$ cat src/hw/busPkg.sv
package busPkg;

	// data bus geometry
	localparam int DATA_WIDTH = 32;
	localparam int BYTE_LANES = DATA_WIDTH / 8;

	// one bus word
	typedef logic [DATA_WIDTH-1:0] wordT;

	// one enable per byte lane, bit n = lane n
	typedef logic [BYTE_LANES-1:0] byteEnableT;

	// byte offset inside a word, little-endian
	typedef logic [$clog2(BYTE_LANES)-1:0] laneT;

endpackage

$ cat src/hw/memOpPkg.sv
package memOpPkg;

	// MIPS primary opcodes of the loads and stores handled here
	typedef enum logic [5:0]
	{
		opLb  = 6'h20,
		opLh  = 6'h21,
		opLw  = 6'h23,
		opLbu = 6'h24,
		opLhu = 6'h25,
		opSb  = 6'h28,
		opSh  = 6'h29,
		opSw  = 6'h2B
	} accessOpT;

	// stores write memory, everything else reads it
	function automatic logic isStore(accessOpT op);
		return op inside {opSb, opSh, opSw};
	endfunction

	// natural alignment: bytes never trap, halves need bit 0 clear, words need 1:0 clear
	function automatic logic isMisaligned(accessOpT op, logic [1:0] lowAddr);
		case (op)
			opLh, opLhu, opSh: return lowAddr[0];
			opLw, opSw: return |lowAddr;
			default: return 1'b0; // byte access
		endcase
	endfunction

endpackage

$ cat src/hw/accessSequencer.sv
`timescale 1ns/1ps

// request acceptance, alignment check, single bus cycle and response
module accessSequencer
	import memOpPkg::*;
	import busPkg::*;
#(
	parameter int ADDR_WIDTH = 32
)
(
	input logic iCLK,
	input logic iRST,
	// requester side
	input logic iReqValid,
	output logic oReqReady,
	input accessOpT iReqOp,
	input logic [ADDR_WIDTH-1:0] iReqAddr,
	input wordT iReqData,
	output logic oRespValid,
	output wordT oRespData,
	output logic oRespError,
	// bus side
	output logic [ADDR_WIDTH-1:0] oBusAddr,
	output byteEnableT oBusByteEnable,
	output logic oBusWriteEnable,
	output logic oBusReadEnable,
	// formatters
	output accessOpT oAccessOp,
	output laneT oLane,
	output wordT oStoreData,
	input wordT iLaneData,
	input byteEnableT iLaneEnable,
	input wordT iLoadValue
);

	typedef enum logic [1:0] {stIdle, stAccess, stRespond} seqStateT;

	seqStateT state;
	accessOpT opReg; // held op of the access in flight
	logic [ADDR_WIDTH-1:0] addrReg;
	wordT storeDataReg;
	logic errReg; // misaligned request
	logic accept;
	logic inAccess;
	logic storeOp;
	wordT storeProbe; // bus data shifted back down to lane 0

	assign accept = iReqValid && oReqReady;
	assign inAccess = (state == stAccess);
	assign storeOp = isStore(opReg);

	always_ff @(posedge iCLK)
	begin
		if (iRST)
		begin
			state <= stIdle;
			errReg <= 1'b0;
		end
		else
		begin
			case (state)
				stIdle:
				begin
					if (accept)
					begin
						errReg <= isMisaligned(iReqOp, iReqAddr[1:0]);
						// misaligned skips the bus entirely
						if (isMisaligned(iReqOp, iReqAddr[1:0]))
						begin
							state <= stRespond;
						end
						else
						begin
							state <= stAccess;
						end
					end
				end
				stAccess: state <= stRespond; // memory answers next cycle
				default: state <= stIdle; // response lasts one cycle
			endcase
		end
	end

	// payload capture, no reset needed
	always_ff @(posedge iCLK)
	begin
		if (accept)
		begin
			opReg <= iReqOp;
			addrReg <= iReqAddr;
			storeDataReg <= iReqData;
		end
	end

	assign oReqReady = (state == stIdle);

	// formatter inputs come straight from the held request
	assign oAccessOp = opReg;
	assign oLane = laneT'(addrReg[1:0]); // lane kept registered through the read
	assign oStoreData = storeDataReg;

	assign oBusAddr = {addrReg[ADDR_WIDTH-1:2], 2'b00}; // word aligned
	assign oBusWriteEnable = inAccess && storeOp;
	assign oBusReadEnable = inAccess && !storeOp;
	always_comb
	begin
		if (oBusWriteEnable)
		begin
			oBusByteEnable = iLaneEnable;
		end
		else if (oBusReadEnable)
		begin
			oBusByteEnable = '1; // reads fetch the whole word
		end
		else
		begin
			oBusByteEnable = '0;
		end
	end

	assign oRespValid = (state == stRespond);
	assign oRespError = oRespValid && errReg;
	// only a good load returns data
	assign oRespData = (oRespValid && !errReg && !storeOp) ? iLoadValue : '0;

	assign storeProbe = iLaneData >> {oLane, 3'b000};

	aWrRdExclusive: assert property (@(posedge iCLK) disable iff (iRST)
		!(oBusWriteEnable && oBusReadEnable));
	aWrHasLanes: assert property (@(posedge iCLK) disable iff (iRST)
		oBusWriteEnable |-> (oBusByteEnable != '0));
	// formatter must place the low store byte on the addressed lane
	aStoreLane: assert property (@(posedge iCLK) disable iff (iRST)
		oBusWriteEnable |-> (storeProbe[7:0] == storeDataReg[7:0]));
	aRespPulse: assert property (@(posedge iCLK) disable iff (iRST)
		oRespValid |=> !oRespValid);

endmodule

$ cat src/hw/loadFormatter.sv
`timescale 1ns/1ps

// lane selection and extension of a returned read word
module loadFormatter
	import memOpPkg::*;
	import busPkg::*;
(
	input accessOpT iAccessOp,
	input laneT iLane,
	input wordT iRawWord,
	output wordT oLoadValue
);

	logic [7:0] selByte; // byte at iLane
	logic [15:0] selHalf; // half at lane 0 or 2

	assign selByte = iRawWord[{iLane, 3'b000} +: 8];
	// lane bit 0 ignored, alignment already checked upstream
	assign selHalf = iRawWord[{iLane[1], 4'b0000} +: 16];

	always_comb
	begin
		case (iAccessOp)
			opLb:
			begin
				oLoadValue = {{(DATA_WIDTH-8){selByte[7]}}, selByte}; // sign extend
			end
			opLbu:
			begin
				oLoadValue = {{(DATA_WIDTH-8){1'b0}}, selByte};
			end
			opLh:
			begin
				oLoadValue = {{(DATA_WIDTH-16){selHalf[15]}}, selHalf}; // sign extend
			end
			opLhu:
			begin
				oLoadValue = {{(DATA_WIDTH-16){1'b0}}, selHalf};
			end
			default:
			begin
				oLoadValue = iRawWord; // lw, stores don't care
			end
		endcase
	end

	// lanes 1 and 3 only ever carry byte loads
	// halfwords come from lane 0 or lane 2

endmodule

$ cat src/hw/memAccessUnit.sv
`timescale 1ns/1ps

// memory access path: sequencer plus store and load formatting
module memAccessUnit
	import memOpPkg::*;
	import busPkg::*;
#(
	parameter int ADDR_WIDTH = 32
)
(
	input logic iCLK,
	input logic iRST,
	input logic iReqValid,
	output logic oReqReady,
	input accessOpT iReqOp,
	input logic [ADDR_WIDTH-1:0] iReqAddr,
	input wordT iReqData,
	output logic oRespValid,
	output wordT oRespData,
	output logic oRespError,
	output logic [ADDR_WIDTH-1:0] oBusAddr,
	output wordT oBusWriteData,
	output byteEnableT oBusByteEnable,
	output logic oBusWriteEnable,
	output logic oBusReadEnable,
	input wordT iBusReadData
);

	accessOpT accessOp; // held op
	laneT lane; // held low address bits
	wordT storeData;
	byteEnableT laneEnable;
	wordT loadValue; // extended read result

	accessSequencer #(
		.ADDR_WIDTH(ADDR_WIDTH)
	) u_seq (
		.iCLK(iCLK),
		.iRST(iRST),
		.iReqValid(iReqValid),
		.oReqReady(oReqReady),
		.iReqOp(iReqOp),
		.iReqAddr(iReqAddr),
		.iReqData(iReqData),
		.oRespValid(oRespValid),
		.oRespData(oRespData),
		.oRespError(oRespError),
		.oBusAddr(oBusAddr),
		.oBusByteEnable(oBusByteEnable),
		.oBusWriteEnable(oBusWriteEnable),
		.oBusReadEnable(oBusReadEnable),
		.oAccessOp(accessOp),
		.oLane(lane),
		.oStoreData(storeData),
		.iLaneData(oBusWriteData), // steered data, also checked by the sequencer
		.iLaneEnable(laneEnable),
		.iLoadValue(loadValue)
	);

	storeFormatter u_store (
		.iAccessOp(accessOp),
		.iLane(lane),
		.iStoreData(storeData),
		.oLaneData(oBusWriteData),
		.oLaneEnable(laneEnable)
	);

	// read word goes in raw, straight off the bus
	loadFormatter u_load (
		.iAccessOp(accessOp),
		.iLane(lane),
		.iRawWord(iBusReadData),
		.oLoadValue(loadValue)
	);

endmodule

$ cat src/hw/storeFormatter.sv
`timescale 1ns/1ps

// store data steering, purely combinational
module storeFormatter
	import memOpPkg::*;
	import busPkg::*;
(
	input accessOpT iAccessOp,
	input laneT iLane,
	input wordT iStoreData,
	output wordT oLaneData,
	output byteEnableT oLaneEnable
);

	always_comb
	begin
		oLaneData = iStoreData; // word store and loads see data unchanged
		oLaneEnable = '0; // loads never write
		case (iAccessOp)
			opSb:
			begin
				// same byte on every lane, only the addressed one enabled
				oLaneData = {BYTE_LANES{iStoreData[7:0]}};
				oLaneEnable = byteEnableT'(1) << iLane;
			end
			opSh:
			begin
				oLaneData = {(BYTE_LANES/2){iStoreData[15:0]}}; // low half on both halves
				if (iLane[1])
				begin
					oLaneEnable = byteEnableT'(4'b1100); // upper halfword
				end
				else
				begin
					oLaneEnable = byteEnableT'(4'b0011); // lower halfword
				end
			end
			opSw:
			begin
				oLaneEnable = '1; // full word
			end
			default:
			begin
				oLaneEnable = '0;
			end
		endcase
	end

endmodule

$ cat config.mk
export PLATFORM = sky130hd
export DESIGN_NAME = memAccessUnit
export DESIGN_NICKNAME = d
export VERILOG_FILES = /design/src/hw/busPkg.sv /design/src/hw/memOpPkg.sv /design/src/hw/accessSequencer.sv /design/src/hw/loadFormatter.sv /design/src/hw/memAccessUnit.sv /design/src/hw/storeFormatter.sv
export SDC_FILE = /design/constraint.sdc
export NUM_CORES = 1
export LEC_CHECK = 0
export BUFFER_PORTS_ARGS = -buffer_cell sky130_fd_sc_hd__buf_2
export CAP_MARGIN = 40
export CORE_MARGIN = 10
export CORE_UTILIZATION = 30
export CTS_BUF_LIST = sky130_fd_sc_hd__clkbuf_4 sky130_fd_sc_hd__clkbuf_8
export DETAILED_ROUTE_END_ITERATION = 8
export GPL_ROUTABILITY_DRIVEN = 0
export HOLD_SLACK_MARGIN = 0.06
export SYNTH_ARGS = -nofsm -noshare
export SYNTH_HDL_FRONTEND = slang
export SYNTH_SLANG_ARGS = --single-unit
$ cat constraint.sdc
create_clock -name iCLK -period 2.8 [get_ports iCLK]
set_input_delay 0.56 -clock iCLK [delete_from_list [all_inputs] [get_ports iCLK]]
set_output_delay 0.56 -clock iCLK [all_outputs]
set_load 0.005 [all_outputs]
==> key figures, run 1 <==
STA
  – Final setup violation count: 0
  – Period utilization: 0.9550
  – Slew Limit Fails: 0
  – Hold slack: 0.3912 ns
  – Clock skew: 0.005803 ns
  – Fmax: 374.0 MHz
  – Minimum clock period: 2.674 ns
  – Setup_tns: 0 ns
  – Hold Vio Cnt, Final: 0

Die
  – Die height: 128.7 microns
  – Initial Util: 0.3078
  – Row cnt: 39
  – Die area: 16560 sq um
  – I/O pin count: 210
  – Floorplan Core Area: 11520 sq um
  – Chip Width: 128.7 microns

Global route
  – Total GRT Usage: 0.1308
  – Largest net degree at the start of global routing: 53
  – Number of global-route vias before repair: 3247
  – Global route overflow: 0
  – Global-route wire length before repair: 16930 microns
  – Initial antenna violation count: 2

Finish
  – Share of cells above drive strength 1: 0.5420
  – Ant diodes: 0
  – Area Overhead vs Synth: 40.24%
  – Multi-input logic area: 1239 sq um
  – Fillers: 1089
  – Finished Core Util: 0.4317
  – Net count, final: 600
  – Post-route design area: 4971 sq um
  – Non-Filler Instances: 643
  – Register area: 2162 sq um

Clock network
  – TritonCTS clock tree: built
  – Clk buf depth: 2
  – Worst-path clk slew: 0.07 ns
  – CTS root buf: clkbuf_8
  – Sink Count: 73
  – Num CTS Buffers: 9
  – H-tree Lvls: 3
  – Clock latency on the worst-skew pair: 0.34 ns
  – Hold Buf Count CTS: 0

Yosys
  – Syn Std Cell Area: 3545 sq um
  – Area contributors post-synth: edfxtp_1 (59%), mux2_2 (7.3%), nor2_1 (5.7%), mux2i_1 (5.4%), a21oi_1 (3.0%)
  – Commonest cells post-synth: edfxtp_1 (70), nor2_1 (54), mux2_2 (23)
  – EDFF count, synth: 70
  – Top cell type's share of synthesized area: 0.5930
  – Count leader, synth: edfxtp_1
  – Number of synthesized register bits: 73
  – Synth unique cells: 41
  – Sequential area share after synthesis: 0.6100
  – Main synth FF type: edfxtp_1
  – Average size of a mapped cell: 12.35 sq um
  – Mapped Cells: 287
  – Async SR Flop Fraction: 0
  – Yosys warns: 0
  – Synth area leader: edfxtp_1

Routing
  – Drt pass-1 iters: 5
  – Via Count: 3037
  – Routed vias/inst: 4.723
  – DRT Wirelength: 11380 microns
  – Routed Antenna Nets: 0
  – DRC errors left: 0
  – WL/cell: 17.70 microns
  – DRT iter0 DRCs: 87

Power and ir drop
  – Pwr/cell area: 505.8 nW/um^2
  – P_leak: 2.220 nW
  – Peak VDD IR: 405.2 uV

Flow run
  – MaxCap Viol Count: 0

Placement
  – Placed cell area: 4732 sq um
  – PortBufs: 207
  – Hpwl dp: 9284 microns
  – Post-placement cell count: 625

Worst setup path
  – CP peak stage delay: 0.74 ns
  – Startpoint types: register
  – Crit path cell chain: or4b_2, a21oi_4, a211oi_1, buf_2
  – Worst r2r src: u_seq.state[1]
  – Setup crit end kind: output port
  – CP Max Fanout: 7
  – Worst endpoint required time: 2.24 ns
  – Max stage delay cell, worst path: or4b_2
  – WS Path Type: reg -> out
  – Beginning of the critical path: u_seq.oAccessOp[1]
  – Crit path DAT: 2.11 ns

Worst hold path
  – Hold_sp: iReqAddr[14]
  – Hold Crit Class: in -> reg

Run status
  – Status: finished clean
==> report_power, final <==
part / internal, mW / total [mW] / switching [mW]
Combinational: 0.194 / 0.398 / 0.204
Clock: 0.430 / 0.797 / 0.367
Sequential: 1.29 / 1.32 / 0.0335
==> cells in the final DEF (no fill, tap or decap), types with 9 or more instances in the layout <==
| cell type | netlist | routed |
|---|---|---|
| edfxtp_1 | 70 | 70 |
| a21oi_1 | 21 | 21 |
| nand2b_1 | 9 | 9 |
| buf_4 | 11 | 10 |
| nor2_1 | 54 | 54 |
| nand2_1 | 11 | 11 |
| clkbuf_8 | 0 | 9 |
| mux2_2 | 23 | 23 |
| o21ai_0 | 9 | 9 |
| mux2i_1 | 19 | 19 |
| buf_2 | 8 | 207 |
==> worst max-delay path: cells and delay by family (launching register included) <==
family / cells / cell delay (ns)
buf+inv: 1 / 0.15
simple gates: 1 / 0.74
flops: 1 / 0.50
compound gates: 2 / 0.39
==> metrics by stage <==
step,power [mW],setup slack (ns)
4_1_cts,2.559,0.0006628
3_5_place_dp,1.742,0.3827
2_1_floorplan,1.529,0.3741
3_3_place_gp,1.735,0.4086
6_report,2.514,0.1260
5_1_grt,2.640,-0.01503
==> registers in the layout, summed over array words and instances, names as in the netlist <==
signal            cells
u_seq.addrReg        32
u_seq.errReg          1
u_seq.oAccessOp       6
u_seq.oStoreData     32
u_seq.state           2
==> area by class of cell <==
| class | instances | area share |
|---|---|---|
| inverter | 4 | 0.003020 |
| clock buffer | 11 | 0.02794 |
| sequential | 73 | 0.4349 |
| timing repair buffer | 221 | 0.2379 |
| clock inverter | 5 | 0.01107 |
| multi-input combinational | 186 | 0.2492 |
| tap | 143 | 0.03599 |
==> worst paths after layout <==
check	endpoint	slack, ns	cells past startpoint
setup / recovery	oRespData[11]	0.13	4
hold / removal	u_seq.addrReg[14]	0.39	1
setup reg to reg	u_seq.oStoreData[18]	1.15	4
hold reg to reg	u_seq.state[1]	0.47	1
==> cell families after synthesis <==
kind of cell	synth area share
compound gates	0.08578
buf+inv	0.04553
flops	0.6100
mux	0.1331
other cells	0.001058
simple gates	0.1246
==> metal layers <==
layer	global-route usage	vias to the layer above	share of wire
li1	-	1450	-
met1	0.1235	1364	0.34
met2	0.2087	198	0.45
met3	0.1023	21	0.19
met4	0.05485	4	0.020
met5	0	-	0.0018
==> what timing repair did <==
item | CTS | global route
setup endpoints to repair | 2 | 28
gates resized for setup | 1 | 4
pin swaps | 0 | 1
buffers inserted | 0 | 2
(Power assumes the default switching activity.)
==> run 2: changes to the inputs <==
Settings changed: CORE_ASPECT_RATIO set to 1.1.
==> run 2 against run 1 <==
Compared with the run above:
- fmax rose by 0.58%
- die area barely moved
- cell area rose by 0.91%
- critical path depth rose by 1
- global-route usage rose by 0.29 points
- sequential cell count did not move
- setup slack improved by 0.016 ns
- clock skew fell by 0.0012 ns
- combinational power barely moved
- largest cell class unchanged
- highest routed layer unchanged
==> key figures, run 2 (synthesized netlist as in run 1, its figures left out) <==
Global route
  – Global-route wire length before repair: 17160 microns (+1.3%)
  – Largest net degree at the start of global routing: 29 (-45%)
  – Total GRT Usage: 0.1337 (+0.002931)
  – Number of global-route vias before repair: 3191 (-1.7%)
  – Initial antenna violation count: 4 (+2)
  – Global route overflow: 0 (unchanged)

Power and ir drop
  – Sequential Power Share: 0.523 (-0.002)
  – Clock Power Share: 0.318 (about the same)
  – P_leak: 2.241 nW (+0.96%)
  – Psw: 631.3 uW (+4.5%)
  – Switching Share: 0.2499 (+0.009584)
  – Internal power: 1.895 mW (-0.79%)
  – Pwr/cell area: 503.7 nW/um^2 (-0.42%)
  – Combinational Power Share: 0.159 (about the same)
  – Peak VDD IR: 509.5 uV (+26%)

Worst setup path
  – WS Path Type: reg -> out
  – Worst endpoint required time: 2.24 ns (about the same)
  – Startpoint types: register
  – CP Max Fanout: 28 (+21)
  – Setup crit end kind: output port
  – Crit path DAT: 2.10 ns (about the same)

Routing
  – Via Count: 3026 (-0.36%)
  – Drt pass-1 iters: 4 (-1)
  – DRT iter0 DRCs: 125 (+44%)
  – DRT Wirelength: 11650 microns (+2.4%)
  – Routed vias/inst: 4.634 (-1.9%)
  – DRC errors left: 0 (unchanged)
  – Routed Antenna Nets: 0 (unchanged)
  – WL/cell: 17.84 microns (+0.79%)

Die
  – Die area: 16570 sq um (about the same)
  – Chip Width: 123.6 microns (-3.9%)
  – Initial Util: 0.3071 (-0.0007007)
  – Die height: 134.0 microns (+4.1%)
  – Floorplan Core Area: 11540 sq um (+0.23%)
  – Row cnt: 41 (+5.1%)
  – I/O pin count: 210 (unchanged)

STA
  – Period utilization: 0.9494 (-0.005552)
  – Fmax: 376.2 MHz (+0.58%)
  – Worst slew pin tran: 0.4993 ns
  – Unrepaired setup endpoints after global routing: no
  – Setup_tns: 0 ns (unchanged)
  – Minimum clock period: 2.658 ns (-0.01555 ns)
  – Hold Vio Cnt, Final: 0 (unchanged)
  – Final setup violation count: 0 (unchanged)
  – Clock skew: 0.004608 ns (-0.001196 ns)
  – Slew Limit Fails: 0 (unchanged)
  – Worst slew margin: 0.6667

Clock network
  – Hold Buf Count CTS: 0 (unchanged)
  – CTS root buf: clkbuf_8
  – TritonCTS clock tree: built
  – H-tree Lvls: 3 (unchanged)
  – Clk buf depth: 2 (unchanged)
  – Num CTS Buffers: 9 (unchanged)
  – Sink Count: 73 (unchanged)
  – Clock latency on the worst-skew pair: 0.33 ns (about the same)
  – Worst-path clk slew: 0.08 ns (about the same)

Placement
  – Hpwl dp: 9511 microns (+2.4%)
  – Post-placement cell count: 632 (+1.1%)
  – PortBufs: 207 (unchanged)

Flow run
  – MaxCap Viol Count: 0 (unchanged)

Finish
  – Area Overhead vs Synth: 41.51%
  – Commonest non-fill, non-tap cell in the layout: buf_2
  – Share of cells above drive strength 1: 0.5458 (+0.003817)
  – Multi-input logic area: 1245 sq um (+0.50%)
  – Fillers: 1125 (+3.3%)
  – Register area: 2162 sq um (unchanged)
  – Commonest cells after routing, fill and taps aside: buf_2 (207), edfxtp_1 (70), nor2_1 (54)
  – Non-Filler Instances: 653 (+1.6%)
  – Net count, final: 602 (+0.33%)

Run status
  – Status: finished clean

Worst hold path
  – Hold Crit Class: in -> reg
==> run 2: path summary, 6_finish.rpt <==
| check | startpoint | end | slack, ns | cells past startpoint |
|---|---|---|---|---|
| worst max-delay path | u_seq.oAccessOp[2] | oBusWriteData[16] | 0.14 | 5 |
| worst min-delay path | iReqData[25] | u_seq.oStoreData[25] | 0.39 | 1 |
| worst max register to register | u_seq.state[1] | u_seq.oStoreData[13] | 1.22 | 4 |
| worst min register to register | u_seq.state[1] | u_seq.state[1] | 0.46 | 1 |
==> run 2: cell type report <==
type,instances,area share
flip-flops and latches,73,0.4310
well taps,150,0.03742
diodes,1,0.0004989
clock buffers,9,0.02469
repair buffers,223,0.2412
multi-input cells,186,0.2482
inverters,4,0.002993
clock inverters,7,0.01397
==> run 2: metrics by stage <==
stage	area [sq um]	worst slack, ns	hold slack [ns]	power (mW)	util
2_1_floorplan	3548	0.3741	0.4264	1.529	-
3_3_place_gp	4753	0.3776	0.4401	1.740	0.4118
3_5_place_dp	4753	0.3404	0.4556	1.747	0.4118
4_1_cts	4952	0.004830	0.3676	2.561	0.4291
5_1_grt	5014	0.01699	0.3630	2.656	0.4344
6_report	5016	0.1416	0.3916	2.526	0.4346
==> run 2: metal layers <==
| layer | wire [microns] | track usage | share of wire | vias to the layer above |
|---|---|---|---|---|
| met4 | 167 | 0.04469 | 0.014 | 6 |
| li1 | - | - | - | 1462 |
| met5 | 47 | 0 | 0.0040 | - |
| met3 | 2068 | 0.09488 | 0.18 | 17 |
| met2 | 5243 | 0.2139 | 0.45 | 188 |
| met1 | 4124 | 0.1335 | 0.35 | 1353 |
==> run 2: timing repair <==
item / CTS / global route
buffers inserted: 0 / 4
endpoints found under the setup margin: 16 / 23
pin swaps: 0 / 2
gates resized for setup: 1 / 3
==> run 2: power by group through the flow <==
| stage | registers, mW | logic, mW | clock network (mW) |
|---|---|---|---|
| 6_report | 1.32 | 0.401 | 0.803 |
| 5_1_grt | 1.33 | 0.447 | 0.876 |
| 4_1_cts | 1.32 | 0.402 | 0.835 |
| 3_5_place_dp | 1.35 | 0.400 | 0 |
| 3_3_place_gp | 1.34 | 0.395 | 0 |
| 2_1_floorplan | 1.34 | 0.188 | 0 |
==> run 2: critical path, cell delays in order, from the launching register on <==
cell	delay, ns
edfxtp_1	0.49
nand4bb_2	0.37
nor2_2	0.19
buf_12	0.19
mux2_2	0.37
buf_2	0.14
